File: src/design/refill_counter.sv
`timescale 1ns/1ps

module refill_counter #(
    parameter int offset_bits = 2
) (
    input  logic                   clk,
    input  logic                   rstn,
    input  logic                   refill_start,
    input  logic                   beat_done,
    output logic [offset_bits-1:0] word_offset,
    output logic                   fill_finish
);

    logic [offset_bits-1:0] count_q;
    logic                   last_q;

    assign word_offset = count_q;
    assign fill_finish = last_q;

    always_ff @(posedge clk) begin
        if (!rstn) begin
            count_q <= '0;
            last_q  <= 1'b0;
        end else if (refill_start) begin
            count_q <= '0;
            last_q  <= 1'b0;
        end else begin
            last_q <= beat_done && (count_q == {offset_bits{1'b1}});  // high one cycle after the last beat
            if (beat_done) begin
                count_q <= count_q + 1'b1;  // wraps back to zero after the last word
            end
        end
    end

endmodule

File: config.mk
export PLATFORM = sky130hd
export DESIGN_NAME = refill_counter
export DESIGN_NICKNAME = d
export VERILOG_FILES = /design/src/design/refill_counter.sv
export SDC_FILE = /design/constraint.sdc
export NUM_CORES = 1
export LEC_CHECK = 0
export BUFFER_PORTS_ARGS = -buffer_cell sky130_fd_sc_hd__buf_2
export CORE_AREA = 2 2 39 41
export CTS_CLUSTER_DIAMETER = 30
export CTS_CLUSTER_SIZE = 30
export DETAILED_ROUTE_END_ITERATION = 7
export DIE_AREA = 0 0 41 43
export PLACE_DENSITY = 0.3
export RECOVER_POWER = 50
export SYNTH_ARGS = -nofsm -noshare
export SYNTH_HDL_FRONTEND = slang
export SYNTH_SLANG_ARGS = --single-unit
File: constraint.sdc
create_clock -name clk -period 1.1 [get_ports clk]
set_clock_uncertainty 0.15 [all_clocks]
set_input_delay 0.11 -clock clk [delete_from_list [all_inputs] [get_ports clk]]
set_output_delay 0.11 -clock clk [all_outputs]
set_load 0.005 [all_outputs]
==> run_results.csv <==
group,metric,value,unit
sta,layout_min_cycle_time,1.05,ns
power_and_ir_drop,power.switching,0.0662,mW
power_and_ir_drop,combPwrFrac,0.067,
routing,wl_per_cell,6.39,um
finish,fillers,161,
cts,clk_latency,0.23,ns
sta,fmax,956,MHz
cts,cts.path.max_buffers,2,
die,die_h,43,um
routing,final_antenna_net_count,0,
cts,path_clk_slew,0.04,ns
routing,wl,243,um
global_route,grt_max_degree,4,
power_and_ir_drop,swShare,0.202,
yosys,postSynthCellCount,11,
die,initial_core_util,0.0814,
critical_path,worst_setup_path_start_kind,"flip-flop",
die,die_w,41,um
critical_path,timing.critical_path.fanout_max,3,
sta,setup-tns-final,0,ns
cts,postCtsResizedCells,0,
yosys,yosys.area.top_type,"dfxtp_1",
finish,layout_commonest_cell,"buf_2",
sta,post-route-period-util,0.951,
placed_design,detailed_place.area,163,um^2
finish,fin_util,0.143,
global_route,grt_usage,0.0461,
yosys,yosysWarningCount,0,
routing,vias,106,
placed_design,routabilityCongestion,0.441,
die,rows,14,
power_and_ir_drop,p_per_area,1660,mW/mm^2
power_and_ir_drop,clkPwrFrac,0.584,
finish,drive_gt1_frac,0.364,
cts,cts_root_buffer,"clkbuf_4",
yosys,ys_seq_area_frac,0.533,
yosys,synth.cell_area,113,um^2
finish,layout.cells.non_filler,38,
power_and_ir_drop,leakage,0.0915,nW
power_and_ir_drop,total_power,0.328,mW
yosys,synth_cell_types,7,
placed_design,placed_cells,33,
placed_design,place_ws,0.0343,ns
outcome,outcome,"finished clean",
routing,wl_met3,60,um
yosys,synth_top_area_frac,0.533,
sta,setup_viol_count_final,0,
cts,clock_sinks,3,
min_path,min_path_type,"input port to flip-flop",
routing,drt-pass1-iter-count,2,
die,core_area,0.00138,mm^2
sta,finalHoldViolCount,0,
sta,slew_headroom,0.918,
cts,post_cts_buffers,0,
sta,rsz0062_at_grt,"no",
yosys,synth.net_count,16,
critical_path,cp-end-kind,"flip-flop",
cts,cts_tree,"yes",
die,io_pins,7,
yosys,avgSynthCellArea,10.2,um^2
power_and_ir_drop,ir_drop,285,uV
routing,drtIter0Drc,1,
critical_path,critPathArrivalTime,1.02,ns
cts,h-tree-depth,1,
job,maxCapViolCount,0,
placed_design,io_buffer_count,6,
global_route,grt_pass1_wl,420,um
power_and_ir_drop,p_seq_frac,0.349,
routing,drc,0,
finish,area_growth,75.6,%
global_route,grt_pass1_vias,103,
yosys,netlist_top_cells_area,"dfxtp_1 (53%), ha_1 (11%), nor2_1 (10%)",
critical_path,worst_ep_required_time,1.07,ns
cts,cts_buffers,3,
finish,final_cell_area,198,um^2
sta,fin_ws,0.0539,ns
routing,top_layer,"met3",
finish,final_net_count,28,
finish,mostFrequentLayoutCells,"buf_2 (5), nor2_1 (3), clkbuf_4 (3), dfxtp_1 (3), clkbuf_1 (2)",
die,die_area,0.00176,mm^2
global_route,antenna_found_initial,0,
sta,finalMaxSlewViolations,0,
finish,num_antenna_cells,0,
global_route,grt-ovfl-total,0,
routing,wl_met2,65,um
power_and_ir_drop,internal_power,0.261,mW
yosys,synth_seq_cells,3,
routing,via_per_inst,2.79,
routing,routedLengthMet1,116,um
sta,holdWs,0.0212,ns
critical_path,crit_type,"flip-flop to flip-flop",
sta,tightest_slew,0.119,ns
## critical path, cell delays in order, from the launching register on
cell and delay (ns):
dfxtp_1 0.31, ha_1 0.29, mux2i_1 0.13, nor2_1 0.05
## metal layers
metal / vias up / GRT usage
li1: 56 / -
met1: 41 / 0.0479
met2: 9 / 0.0313
met5: - / 0
met3: 0 / 0.0785
met4: 0 / 0.0400
## cell usage after synthesis (all sizes together)
| cell type | n |
|---|---|
| dfxtp | 3 |
| ha | 1 |
| mux2i | 1 |
| nand2 | 1 |
| nand2b | 1 |
| nor2 | 3 |
| xnor2 | 1 |
## final timing paths
check | endpoint | cells after the start | start | slack (ns)
setup reg to reg | word_offset[1] | 3 | word_offset[1] | 0.05
setup / recovery | word_offset[1] | 3 | word_offset[1] | 0.05
hold / removal | word_offset[0] | 3 | rstn | 0.02
hold reg to reg | word_offset[1] | 2 | word_offset[1] | 0.38
## power by group through the flow
stage | clock network (mW) | registers, mW | logic, mW
after floorplan | 0 | 0.116 | 0.00886
after global placement | 0 | 0.116 | 0.0191
after detailed placement | 0 | 0.116 | 0.0193
after CTS | 0.203 | 0.114 | 0.0222
after global routing | 0.225 | 0.114 | 0.0251
final | 0.192 | 0.114 | 0.0218
## flip-flops by register name (all words and copies together), names as in the netlist
| name | count |
|---|---|
| word_offset | 2 |
| fill_finish | 1 |
## repair_timing
action	CTS	global route
hold buffers	1	0
hold endpoints to repair	1	0
setup endpoints to repair	0	1
## logic make-up after synthesis
group | share of synthesized area
mux | 0.0889
fa+ha+maj | 0.111
xor+xnor | 0.0778
simple gates | 0.189
flops | 0.533
## layout make-up
| type | instances | area (um^2) | area share |
|---|---|---|---|
| Multi-Input combinational cell | 8 | 52.6 | 0.266 |
| Timing Repair Buffer | 7 | 38.8 | 0.196 |
| Tap cell | 16 | 20.0 | 0.101 |
| Sequential cell | 3 | 60.1 | 0.304 |
| Clock buffer | 4 | 26.3 | 0.133 |
No activity file was read; power rests on OpenSTA's default activity.
