<file path="src/design/cache_pkg.sv">
package cache_pkg;

    // ==================================================
    // fixed cache geometry
    // ==================================================
    localparam int num_ways = 4;  // way masks are one-hot over this many ways
    localparam int word_w   = 32;

    // ==================================================
    // controller states and cache operations
    // ==================================================
    typedef enum logic [1:0] {
        st_idle,
        st_lookup,
        st_replace,  // one setup cycle that clears the refill counter
        st_refill
    } ctrl_state_e;

    typedef enum logic [1:0] {
        op_none,
        op_index_inv,  // way picked by the two lowest address bits
        op_hit_inv
    } cacop_e;

endpackage

</file>
<file path="src/design/wb_pkg.sv">
package wb_pkg;

    // classic read-only bus, one word per cycle
    localparam int wb_adr_w = 32;
    localparam int wb_dat_w = 32;

endpackage

</file>
<file path="src/design/tag_store.sv">
`timescale 1ns/1ps

module tag_store
    import cache_pkg::*;
    import wb_pkg::*;
#(
    parameter int index_bits  = 4,
    parameter int offset_bits = 2
) (
    input  logic                                       clk,
    input  logic                                       rstn,
    input  logic [index_bits-1:0]                      lookup_index,
    input  logic [wb_adr_w-index_bits-offset_bits-3:0] lookup_tag,
    input  logic [num_ways-1:0]                        tag_we,
    input  logic [num_ways-1:0]                        tag_clear,
    output logic [num_ways-1:0]                        hit_way,
    output logic [num_ways-1:0]                        victim_way
);

    localparam int sets  = 1 << index_bits;
    localparam int tag_w = wb_adr_w - index_bits - offset_bits - 2;
    localparam int ptr_w = $clog2(num_ways);

    logic [tag_w-1:0]              tag_q [num_ways][sets];
    logic [num_ways-1:0][sets-1:0] valid_q;
    logic [sets-1:0][ptr_w-1:0]    ptr_q;  // round-robin victim per set

    always_comb begin
        for (int w = 0; w < num_ways; w++) begin
            hit_way[w] = valid_q[w][lookup_index] && (tag_q[w][lookup_index] == lookup_tag);
        end
    end

    assign victim_way = {{(num_ways-1){1'b0}}, 1'b1} << ptr_q[lookup_index];

    always_ff @(posedge clk) begin
        if (!rstn) begin
            valid_q <= '0;
            ptr_q   <= '0;
        end else begin
            for (int w = 0; w < num_ways; w++) begin
                if (tag_we[w]) begin
                    valid_q[w][lookup_index] <= 1'b1;
                end else if (tag_clear[w]) begin
                    valid_q[w][lookup_index] <= 1'b0;
                end
            end
            if (|tag_we) begin
                ptr_q[lookup_index] <= ptr_q[lookup_index] + ptr_w'(1);  // next fill takes the next way
            end
        end
    end

    always_ff @(posedge clk) begin
        for (int w = 0; w < num_ways; w++) begin
            if (tag_we[w]) begin
                tag_q[w][lookup_index] <= lookup_tag;
            end
        end
    end

endmodule

</file>
<file path="config.mk">
export PLATFORM = sky130hd
export DESIGN_NAME = tag_store
export DESIGN_NICKNAME = d
export VERILOG_FILES = /design/src/design/cache_pkg.sv /design/src/design/wb_pkg.sv /design/src/design/tag_store.sv
export SDC_FILE = /design/constraint.sdc
export NUM_CORES = 1
export LEC_CHECK = 0
export ABC_CLOCK_PERIOD_IN_PS = 3200
export BUFFER_PORTS_ARGS = -buffer_cell sky130_fd_sc_hd__buf_4
export CAP_MARGIN = 10
export CORE_MARGIN = 3
export CORE_UTILIZATION = 30
export DETAILED_ROUTE_END_ITERATION = 10
export PLACE_DENSITY_LB_ADDON = 0.1
export SYNTH_ARGS = -nofsm -noshare
export SYNTH_HDL_FRONTEND = slang
export SYNTH_SLANG_ARGS = --single-unit
</file>
<file path="constraint.sdc">
create_clock -name clk -period 3.2 [get_ports clk]
set_input_delay 0.16 -clock clk [delete_from_list [all_inputs] [get_ports clk]]
set_output_delay 0.16 -clock clk [all_outputs]
set_load 0.02 [all_outputs]
</file>
==> impl_metrics.tcl <==
set metrics [dict create \
    violations "negative setup slack" \
    r2r_setup_slack_ns 1.04 \
    synthArstFlopShare 0 \
    rsz0062_at_grt "true" \
    cts.clk_slew.worst_paths_ns 0.06 \
    multi_input_area_mm2 0.0167 \
    clockBufferDepth 3 \
    r2r-end "ptr_q[29]" \
    die_x_um 475 \
    synth_most_common_cell "edfxtp_1" \
    crit_start "tag_q[2][232]" \
    design_area_mm2 0.0794 \
    ys_warn_count 0 \
    ir_drop_mv 0.534 \
    tightest_slew_ns 1.10 \
    hp-class "in2reg" \
    ys_ff_latch 1632 \
    arrival_ns 3.62 \
    syn_inst 3312 \
    place_worst_setup_slack_ns -0.556 \
    routabilityCongestion 0.785 \
    p_per_area_mw_per_mm2 605 \
    drv_cap 0 \
    grtUsageTotal 0.192 \
    place.port_buffers 45 \
    fillCellCount 20000 \
    reg2reg_from "ptr_q[31]" \
    synth_top_flop_cell "edfxtp_1" \
    drc 0 \
    routed_wl_um 217000 \
    min_period_ns 3.78 \
    dieArea_mm2 0.226 \
    finalHoldViolCount 0 \
    antenna_found_initial 22 \
    viasPerCell 5.21 \
    drt_iter0_markers 3335 \
    overflow 0 \
    crit_end "hit_way[2]" \
    synth_fp_nets 3354 \
    htree_levels 4 \
    fp-row-count 171 \
    ios 46 \
    cts_tree "built" \
    synth_seq_area_share 0.727 \
    postPlaceCellArea_mm2 0.0730 \
    cts_buffers 182 \
    synth_common_cells "1536 x edfxtp_1, 344 x mux4_2, 179 x mux2i_1, 96 x dfxtp_1, 85 x nand2_1" \
    hp-start "lookup_tag[15]" \
    die-height_um 475 \
    wl_per_cell_um 31.9 \
    first_global_vias 37300 \
    power_leakage_uw 0.0263 \
    outcome "complete, but fails checks" \
    max_freq_mhz 265 \
    setup_viol 4 \
    clock-sinks 1632 \
    finalClockSkew_ns 0.00369 \
    start_kind "flop" \
    synth_area_mm2 0.0661 \
    slew_violations 0 \
    grt_max_degree 97 \
    nNetsFinal 3836 \
    area_growth_pct 20.2 \
    ff_latch_area_mm2 0.0480 \
    grt_pass1_wl_um 303000 \
    yosysTopAreaCell "edfxtp_1" \
    synth.distinct_cells 80 \
    instances_no_fill 6804 \
    clk_latency_ns 0.80 \
    synth_top_area_share 0.698 \
    timing.final.crit_share 1.18 \
    relSlewSlack 0.270 \
    worstPathRequired_ns 3.04 \
    ant_nets 0 \
    vias 35500 \
    first_pass_iters 8 \
    cts_root_buf "clkbuf_16" \
    coreArea_mm2 0.218 \
    synthTopCellsByArea "edfxtp_1 70%, mux4_2 12%, dfxtp_1 2.9%, mux2i_1 2.7%, mux4_1 1.1%" \
    cp_max_fo 1 \
    reg2regPathDepth 7 \
    crit_path_end_kind "output pin" \
    hpwl_um 135000 \
    dp.cells 6427 \
    path_class "reg2out" \
    finalWorstSetupSlack_ns -0.580 \
    drive_gt1_frac 0.294 \
    avgSynthCellArea_um2 19.9 \
    start_util 0.303 \
    synth_edf_count 1536 \
]
==> power by group <==
group / switching, uW / internal, uW / leakage [uW]
Sequential: 103 / 23800 / 0.0147
Combinational: 2210 / 1440 / 0.00883
Clock: 8630 / 11900 / 0.00283
==> metal layers <==
layer | vias to the layer above | global-route usage | share of wire | wire (um)
met3 | 261 | 0.0245 | 0.044 | 9470
met2 | 978 | 0.317 | 0.49 | 106000
li1 | 14700 | - | - | -
met4 | 0 | 0.0416 | 0.018 | 3890
met5 | - | 0 | 0 | 0
met1 | 19500 | 0.270 | 0.45 | 98000
==> sequential cells by signal, summed over array words and instances (netlist names), named ones only <==
signal	cells
tag_q	1536
ptr_q	32
==> how the worst min path moves through the flow <==
stage	to	depth (start not counted)
final	tag_q[0][303]	2
after global routing	tag_q[2][351]	2
after CTS	tag_q[2][351]	2
after detailed placement	tag_q[3][321]	1
after global placement	tag_q[3][321]	1
after floorplan	tag_q[0][0]	0
==> cell type report <==
| class | instances | area share |
|---|---|---|
| tap | 2854 | 0.0450 |
| clock inverter | 88 | 0.0113 |
| inverter | 19 | 0.000930 |
| sequential | 1632 | 0.605 |
| timing repair buffer | 510 | 0.0656 |
| multi-input combinational | 1449 | 0.210 |
| antenna | 6 | 0.000189 |
| clock buffer | 246 | 0.0620 |
==> stage by stage <==
stage	utilization	power, uW	hold WS [ns]	TNS (ns)
finish	0.364	48000	0.0886	-1.69
global route	0.364	49600	0.0374	-2.36
CTS	0.364	48600	0.00499	-2.07
detailed placement	0.335	27900	0.420	-3.47
global placement	0.335	27900	0.419	-2.28
floorplan	-	26100	0.259	0
==> timing repair <==
item                                    in CTS  in global routing
gates resized for setup                     27                  3
hold buffers                                37                  0
buffers inserted                             0                  0
pin swaps                                   15                  4
endpoints found under the setup margin       4                  4
hold endpoints to repair                   941                  0
==> critical path, cell delays in order, from the launching register on <==
cell      delay (ns)
edfxtp_1        0.36
mux4_2          0.47
a22o_1          0.27
a221oi_2        0.19
xnor2_1         0.12
nor4_2          0.44
buf_4           0.20
nand4_1         0.08
buf_4           0.16
nor4_4          0.23
buf_4           0.18
buf_6           0.11
==> cell families (layout without fill, tap and decap cells) <==
kind of cell,count (synthesis),in the layout,synth area share
AO/OA/AOI/OAI,425,425,0.0481
XOR/XNOR,82,82,0.0109
flip-flops,1632,1632,0.727
other,0,6,0
AND/OR/NAND/NOR,348,348,0.0276
buffers and inverters,231,863,0.0234
adder cells (fa/ha/maj),4,4,0.000757
multiplexers,590,590,0.162
==> layout by cell type, fill, tap and decap left out, types with 16 or more instances in the layout <==
cell type / n
nor3_1: 28
nor2_1: 61
clkinv_2: 27
o211a_1: 17
edfxtp_1: 1536
a21boi_0: 65
mux4_2: 344
clkbuf_16: 185
clkbuf_1: 55
mux4_1: 28
nand3_1: 16
o21ai_0: 40
a22oi_1: 31
buf_12: 100
dlygate4sd3_1: 36
mux2_2: 39
nand2_1: 85
a21oi_1: 33
xor2_1: 25
buf_4: 367
o21a_1: 66
dfxtp_1: 96
nor2b_1: 22
mux2i_1: 174
a22o_1: 17
and3_1: 69
o22ai_1: 38
clkinv_1: 32
xnor2_1: 53
Note: power is estimated with default switching activity, not from simulation.
