==> src/design/cache_pkg.sv <==
package cache_pkg;

    // ==================================================
    // fixed cache geometry
    // ==================================================
    localparam int num_ways = 4;  // way masks are one-hot over this many ways
    localparam int word_w   = 32;

    // ==================================================
    // controller states and cache operations
    // ==================================================
    typedef enum logic [1:0] {
        st_idle,
        st_lookup,
        st_replace,  // one setup cycle that clears the refill counter
        st_refill
    } ctrl_state_e;

    typedef enum logic [1:0] {
        op_none,
        op_index_inv,  // way picked by the two lowest address bits
        op_hit_inv
    } cacop_e;

endpackage

==> src/design/wb_pkg.sv <==
package wb_pkg;

    // classic read-only bus, one word per cycle
    localparam int wb_adr_w = 32;
    localparam int wb_dat_w = 32;

endpackage

==> src/design/icache_ctrl.sv <==
`timescale 1ns/1ps

module icache_ctrl
    import cache_pkg::*;
    import wb_pkg::*;
#(
    parameter int index_bits  = 4,
    parameter int offset_bits = 2
) (
    input  logic                                       clk,
    input  logic                                       rstn,
    input  logic                                       valid,
    input  logic [wb_adr_w-1:0]                        addr,
    input  logic                                       uncache,
    input  logic                                       cacop_en,
    input  cacop_e                                     cacop_code,
    input  logic [num_ways-1:0]                        hit_way,
    input  logic [num_ways-1:0]                        victim_way,
    input  logic [word_w-1:0]                          hit_data,
    input  logic [offset_bits-1:0]                     word_offset,
    input  logic                                       fill_finish,
    input  logic [wb_dat_w-1:0]                        wb_dat_i,
    input  logic                                       wb_ack,
    output logic                                       cache_ready,
    output logic                                       data_valid,
    output logic [word_w-1:0]                          rdata,
    output logic                                       wb_cyc,
    output logic                                       wb_stb,
    output logic [wb_adr_w-1:0]                        wb_adr,
    output logic                                       refill_start,
    output logic                                       beat_done,
    output logic [index_bits-1:0]                      lookup_index,
    output logic [wb_adr_w-index_bits-offset_bits-3:0] lookup_tag,
    output logic [num_ways-1:0]                        tag_we,
    output logic [num_ways-1:0]                        tag_clear,
    output logic [num_ways-1:0]                        line_we,
    output logic [offset_bits-1:0]                     fill_offset,
    output logic [word_w-1:0]                          fill_data,
    output logic [offset_bits-1:0]                     word_select
);

    localparam int tag_lsb = index_bits + offset_bits + 2;

    ctrl_state_e state_q, state_d;

    logic [wb_adr_w-1:0]    req_addr;
    logic                   req_uncache;
    logic                   req_cacop;
    cacop_e                 req_code;
    logic [word_w-1:0]      req_word;  // requested word caught during refill
    logic [offset_bits-1:0] req_offset;
    logic                   hit;
    logic                   last_beat;

    assign hit        = |hit_way;
    assign req_offset = req_addr[offset_bits+1:2];
    assign last_beat  = beat_done && (word_offset == {offset_bits{1'b1}});

    assign lookup_index = req_addr[tag_lsb-1:offset_bits+2];
    assign lookup_tag   = req_addr[wb_adr_w-1:tag_lsb];
    assign word_select  = req_offset;
    assign fill_offset  = word_offset;
    assign fill_data    = wb_dat_i;
    assign wb_adr       = req_uncache ? req_addr
                        : {req_addr[wb_adr_w-1:offset_bits+2], word_offset, 2'b00};

    // ==================================================
    // request buffer
    // ==================================================
    always_ff @(posedge clk) begin
        if (valid && cache_ready) begin
            req_addr    <= addr;
            req_uncache <= uncache;
            req_cacop   <= cacop_en && (cacop_code != op_none);
            req_code    <= cacop_code;
        end
    end

    always_ff @(posedge clk) begin
        if (beat_done && (word_offset == req_offset)) begin
            req_word <= wb_dat_i;
        end
    end

    // ==================================================
    // main FSM
    // ==================================================
    always_ff @(posedge clk) begin
        if (!rstn) begin
            state_q <= st_idle;
        end else begin
            state_q <= state_d;
        end
    end

    always_comb begin
        state_d      = state_q;
        cache_ready  = 1'b0;
        data_valid   = 1'b0;
        rdata        = hit_data;
        wb_cyc       = 1'b0;
        wb_stb       = 1'b0;
        refill_start = 1'b0;
        beat_done    = 1'b0;
        tag_we       = '0;
        tag_clear    = '0;
        line_we      = '0;
        unique case (state_q)
            st_idle: begin
                cache_ready = 1'b1;
                if (valid) begin
                    state_d = st_lookup;
                end
            end
            st_lookup: begin
                if (req_cacop) begin
                    data_valid  = 1'b1;  // rdata is don't-care here
                    cache_ready = 1'b1;
                    tag_clear   = (req_code == op_index_inv)
                                ? {{(num_ways-1){1'b0}}, 1'b1} << req_addr[1:0] : hit_way;
                    state_d     = valid ? st_lookup : st_idle;
                end else if (req_uncache || !hit) begin
                    state_d = st_replace;
                end else begin
                    data_valid  = 1'b1;
                    cache_ready = 1'b1;  // keeps back-to-back hits at one per cycle
                    state_d     = valid ? st_lookup : st_idle;
                end
            end
            st_replace: begin
                refill_start = 1'b1;
                state_d      = st_refill;
            end
            st_refill: begin
                wb_cyc    = req_uncache || !fill_finish;  // strobe drops after the last beat
                wb_stb    = wb_cyc;
                beat_done = wb_stb && wb_ack;
                if (req_uncache) begin
                    if (wb_ack) begin
                        data_valid  = 1'b1;
                        cache_ready = 1'b1;
                        rdata       = wb_dat_i;
                        state_d     = valid ? st_lookup : st_idle;
                    end
                end else begin
                    line_we = beat_done ? victim_way : '0;
                    tag_we  = last_beat ? victim_way : '0;
                    if (fill_finish) begin
                        data_valid  = 1'b1;
                        cache_ready = 1'b1;
                        rdata       = req_word;
                        state_d     = valid ? st_lookup : st_idle;
                    end
                end
            end
        endcase
    end

endmodule

==> config.mk <==
export PLATFORM = sky130hd
export DESIGN_NAME = icache_ctrl
export DESIGN_NICKNAME = d
export VERILOG_FILES = /design/src/design/cache_pkg.sv /design/src/design/wb_pkg.sv /design/src/design/icache_ctrl.sv
export SDC_FILE = /design/constraint.sdc
export NUM_CORES = 1
export LEC_CHECK = 0
export CAP_MARGIN = 20
export CORE_MARGIN = 4
export CORE_UTILIZATION = 35
export DETAILED_ROUTE_END_ITERATION = 12
export DONT_BUFFER_PORTS = 1
export PLACE_DENSITY = 0.53
export SYNTH_ARGS = -nofsm -noshare
export SYNTH_HDL_FRONTEND = slang
export SYNTH_SLANG_ARGS = --single-unit
==> constraint.sdc <==
create_clock -name clk -period 5.1 [get_ports clk]
set_input_delay 0.765 -clock clk [delete_from_list [all_inputs] [get_ports clk]]
set_output_delay 0.765 -clock clk [all_outputs]
set_load 0.01 [all_outputs]
==> metrics, run 1 <==
RR Startpoint=req_uncache; # port buffers=0; skew final=0.00660 ns; synthesized area=between 0.003 and 0.004 mm²; Design Area, Final=approximately 0.0034 mm²; Detailed Routing Iterations Pass 1=5; max-slew violations=0; num rows=37; commonest non-fill, non-tap cell in the layout=edfxtp_1; crit path buf inv count=0; Final Hold Viols=0; Reg2Reg Setup Slack=roughly 2.5 ns; # IOs=between 200 and 300; Initial Util=0.364; Post-Syn Instances=roughly 300; H-tree levels=3; Worst path depth=3; Area after DPL=roughly 0.0032 mm²; CP Cell Sequence=nor2b_4 -> o21bai_4 -> o2bb2ai_1; WP data required=around 4.3 ns; Hold Buf Count CTS=0; CP endpoint kind=output pin; DR vias/cell=around 5.5; WL per Instance=around 24 µm; nets@finish=315; gr usage total=0.125; initial antenna violation count=0; RSZ-0062 raised after global routing=no; flops & latches, synth=70; part of the cycle the worst path needs=0.639; worst-skew pair later-pin latency=0.34 ns; antenna viol nets, final=0; PostCTS Resize Cnt=0; R2R Path End=req_addr[10]; max-cap viol count=0; gr ovfl total=0; Routed WL=approximately 8000 µm; R2R depth=4; cts bufs inserted=9; Fin Setup TNS=0 ns; # Post-CTS Setup Buffers=0; Tot Pwr=about 1300 µW; Fmax=roughly 310 MHz; final setup vio count=0; CORE AREA=0.0104 mm²; relative slew slack=0.367; Area Overhead vs Synth=-10.2%; Reg clk slew, reported paths=~0.080 ns; area of the multi-input gates=a little over 900 µm²; first-pass GRT wire length=12,100 µm; Final Wtd Congestion=around 0.75; die area=approximately 0.013 mm²; most frequent cells in the layout=68 x edfxtp_1, 32 x a22oi_1, 32 x o2bb2ai_1, 9 x clkbuf_8, 6 x and2_1; n_diodes=0; Die Wd=approximately 110 µm; critical path endpoint=rdata[23]; Critical Path AT=about 2.5 ns; kind of critical path=register to output pin; Slew @ Worst Pin=between 0.9 and 1 ns; post-DP HPWL=around 5900 µm; CP startpoint kind=register; vias in the first global route=approximately 2,000; ys flop type=edfxtp_1; largest net degree at the start of global routing=38; DR vias=1,882; CTS tree=yes; root cell of the clock tree=clkbuf_8; yosys warns=0; LEAKAGE=between 0.001 and 0.0015 µW; FILL cells=approximately 1,000; DRC marker count from the first detailed-route iteration=~110; Post-synth EDFFs=68; CTS Sinks=70; Max clock buf depth=2; syn_nets=roughly 410; Crit-path slowest cell=nor2b_4; delay-heaviest family, CP=simple AND/OR/NAND/NOR gates; Netlist cell types=35; HP Class=primary input to register; Crit. Startpoint=req_uncache; Syn Area/Cell=approximately 13 µm²; status=completed; sequential cell area=~0.0021 mm²; Worst VDD drop=between 0.0001 and 0.00015 V; Async SR Flop Fraction=0; chip height=between 100 and 150 µm; pwr dens=369 mW/mm²; max incr delay on CP=about 0.8 ns; Seq/Total Area, Yosys=0.550; minimum clock period=roughly 3.3 ns; # DRC=0; worst-path fanout max=37; share of cells above drive strength 1=0.132
==> final cells by class <==
| type | count | area share |
|---|---|---|
| Clock buffer | 10 | 0.0375 |
| Clock inverter | 6 | 0.0184 |
| Multi-Input combinational cell | 116 | 0.270 |
| Sequential cell | 70 | 0.612 |
| Tap cell | 136 | 0.0500 |
| Timing Repair Buffer | 3 | 0.0125 |
==> state kept, by name (all words and copies together) (netlist names), named ones only <==
signal / cells
req_addr: 32
req_cacop: 1
req_word: 32
req_code: 2
req_uncache: 1
state_q: 1
==> through the flow <==
step                      setup slack, ns  hold slack (ns)  utilization  cells
final                                1.84            0.511        0.327    341
after global routing                 1.61            0.471        0.327    341
after CTS                            1.74            0.482        0.327    341
after detailed placement             1.98            0.669        0.308    325
after global placement               2.06            0.675        0.306    324
after floorplan                     0.202            0.636            -    294
==> logic make-up after synthesis <==
group                  after synthesis  share of synthesized area
AO/OA/AOI/OAI                       75                      0.159
multiplexers                         2                    0.00594
flip-flops                          70                      0.550
buffers and inverters              108                      0.215
AND/OR/NAND/NOR                     37                     0.0657
XOR/XNOR                             2                    0.00462
==> report_power, final <==
part           total, µW  internal [µW]  switching [µW]  leakage, µW
sequential           711            669            42.6     0.000652
clock                440            225             214     0.000100
combinational        104           36.7            67.1     0.000288
total               1250            931             324      0.00104
==> synthesized netlist by cell type, types with 3 or more instances <==
master | instances | share of area
buf_2 | 3 | 0.0040
a21oi_1 | 4 | 0.0053
and2_1 | 6 | 0.0099
buf_6 | 6 | 0.018
edfxtp_1 | 68 | 0.54
nand2_1 | 5 | 0.0050
buf_4 | 95 | 0.19
and4_1 | 4 | 0.0092
clkbuf_1 | 3 | 0.0030
nor2_1 | 3 | 0.0030
nand3b_1 | 3 | 0.0059
o2bb2ai_1 | 32 | 0.074
a22oi_1 | 32 | 0.063
==> routing by layer <==
metal	track usage	wire, µm	share of wire
met1	0.148	3180	0.39
met5	0	0	0
met3	0.0474	679	0.084
met4	0.0513	120	0.015
met2	0.206	4110	0.51
==> worst min path at each step <==
stage                       from           end  cells past startpoint  slack, ns
global route        wb_dat_i[26]  req_word[26]                      0       0.47
finish              wb_dat_i[26]  req_word[26]                      0       0.51
CTS                     addr[28]  req_addr[28]                      0       0.48
global placement       req_cacop    state_q[0]                      3       0.68
floorplan              req_cacop    state_q[0]                      3       0.64
detailed placement     req_cacop    state_q[0]                      3       0.67
No activity file was read; power rests on OpenSTA's default activity.
==> run 2: changes to the inputs <==
PLACE_DENSITY = 0.51   (was 0.53)
clock period = 3.4 ns   (was 5.1 ns; I/O delays follow)
==> run 2 against run 1 <==
Net effect: count of clock-buffer cells in the layout unchanged; combinational power up 52%; cell count rose by 0.59%; first-iteration DRC count fell by 7.1%; register-to-register slack lost 1.3 ns; critical path depth is the same; highest routed layer unchanged; critical path type unchanged; design area rose by 1.5%; largest power group unchanged; via count fell by 0.16%.
==> metrics, run 2 (synthesized netlist as in run 1, its figures left out) <==
share of cells above drive strength 1=0.135 (+0.00356); chip height=112 µm (unchanged); DR vias=1,879 (-0.16%); HP Class=primary input to register; initial antenna violation count=0 (unchanged); worst hold path stage count=0 (unchanged); cts bufs inserted=9 (unchanged); max incr delay on CP=0.63 ns (-0.17 ns); Routed WL=8160 µm (+0.82%); max-slew violations=0 (unchanged); Final Wtd Congestion=0.711 (-5.2%); die area=0.0126 mm² (unchanged); WL per Instance=23.8 µm (+0.23%); Worst VDD drop=0.000215 V (+50%); root cell of the clock tree=clkbuf_8; Final Hold Viols=0 (unchanged); nets@finish=317 (+0.63%); status=completed; worst-path fanout max=34 (-8.1%); DR vias/cell=5.48 (-0.74%); CORE AREA=0.0104 mm² (unchanged); Critical Path AT=2.20 ns (-0.29 ns); n_diodes=0 (unchanged); most frequent cells in the layout=68 x edfxtp_1, 32 x a22oi_1, 32 x o2bb2ai_1, 9 x clkbuf_8, 6 x and2_1; H-tree levels=3 (unchanged); R2R Path End=req_addr[13]; # IOs=261 (unchanged); antenna viol nets, final=0 (unchanged); FILL cells=1,040 (+0.87%); largest net degree at the start of global routing=35 (-7.9%); skew final=0.00830 ns (+0.00170 ns); first-pass GRT wire length=11,700 µm (-3.5%); CP endpoint kind=output pin; Initial Util=0.364 (unchanged); Reg clk slew, reported paths=0.08 ns (about the same); CP startpoint kind=register; # Post-CTS Setup Buffers=0 (unchanged); top flop regs=req_addr (32), req_word (32), req_code (2); post-DP HPWL=6150 µm (+4.4%); Max clock buf depth=2 (unchanged); # port buffers=0 (unchanged); kind of critical path=register to output pin; RR Startpoint=req_uncache; max-cap viol count=0 (unchanged); Detailed Routing Iterations Pass 1=4 (-1); CTS tree=yes; Area Overhead vs Synth=-8.82%; PostCTS Resize Cnt=0 (unchanged); commonest non-fill, non-tap cell in the layout=edfxtp_1; Fin Setup TNS=0 ns (unchanged); Hold Buf Count CTS=0 (unchanged); Hold Crit Start=addr[7]; worst-skew pair later-pin latency=0.34 ns (about the same); Fmax=around 370 MHz; DRC marker count from the first detailed-route iteration=105 (-7.1%); final setup vio count=0 (unchanged); # DRC=0 (unchanged); num rows=37 (unchanged); Reg2Reg Setup Slack=1.17 ns (-1.32 ns); relative slew slack=0.505 (+0.138); pwr dens=585 mW/mm² (+59%); CTS Sinks=70 (unchanged); part of the cycle the worst path needs=0.797; R2R depth=4 (unchanged); vias in the first global route=1,923 (-5.2%); Slew @ Worst Pin=0.741 ns (-0.206 ns); Hold Slack=0.259 ns (-0.252 ns); WP data required=2.89 ns (-1.45 ns); Hold Path Sink=req_addr[7]; minimum clock period=roughly 2.7 ns; RSZ-0062 raised after global routing=no; gr usage total=0.123 (-0.00178); CP Cell Sequence=and2_4 -> o21bai_4 -> o2bb2ai_1; gr ovfl total=0 (unchanged); LEAKAGE=0.00106 µW (+1.5%); Die Wd=112 µm (unchanged); Crit-path slowest cell=o21bai_4
[run 2: metal layers]
layer | track usage | vias to the layer above | share of wire
met5 | 0 | - | 0
met4 | 0.0433 | 0 | 0.012
met3 | 0.0561 | 8 | 0.099
met2 | 0.214 | 150 | 0.52
met1 | 0.133 | 882 | 0.36
li1 | - | 839 | -
[run 2: critical path: cells and delay by family, from the launching register on]
family          cells  cell delay, ns
simple gates        1            0.36
flops               1            0.58
compound gates      2            0.91
[run 2: worst max-delay path by stage]
stage	from	to	depth (start not counted)
global placement	req_uncache	rdata[26]	3
finish	req_uncache	rdata[26]	3
floorplan	fill_finish	req_addr[0]	4
global route	req_uncache	rdata[26]	3
CTS	req_uncache	rdata[26]	3
detailed placement	req_uncache	rdata[26]	3
[run 2: final cells by class]
cell class / instances / area, µm² / area share
timing repair buffer: 5 / 37.5 / 0.0109
clock inverter: 6 / 110 / 0.0319
clock buffer: 10 / 128 / 0.0369
multi-input combinational: 116 / 927 / 0.268
tap: 136 / 170 / 0.0493
sequential: 70 / 2080 / 0.603
[run 2: through the flow]
step | cell area [µm²] | utilization | cells | power [µW] | worst slack [ns]
floorplan | 3800 | - | 294 | 1330 | 0.0296
global placement | 3220 | 0.309 | 327 | 1250 | 1.05
detailed placement | 3220 | 0.309 | 327 | 1250 | 1.00
CTS | 3450 | 0.332 | 343 | 2060 | 0.610
global route | 3450 | 0.332 | 343 | 2120 | 0.469
finish | 3450 | 0.332 | 343 | 2020 | 0.689
[run 2: power by group]
part | switching [µW] | internal (µW)
Combinational | 102 | 56.4
Clock | 308 | 486
Sequential | 64.7 | 1000
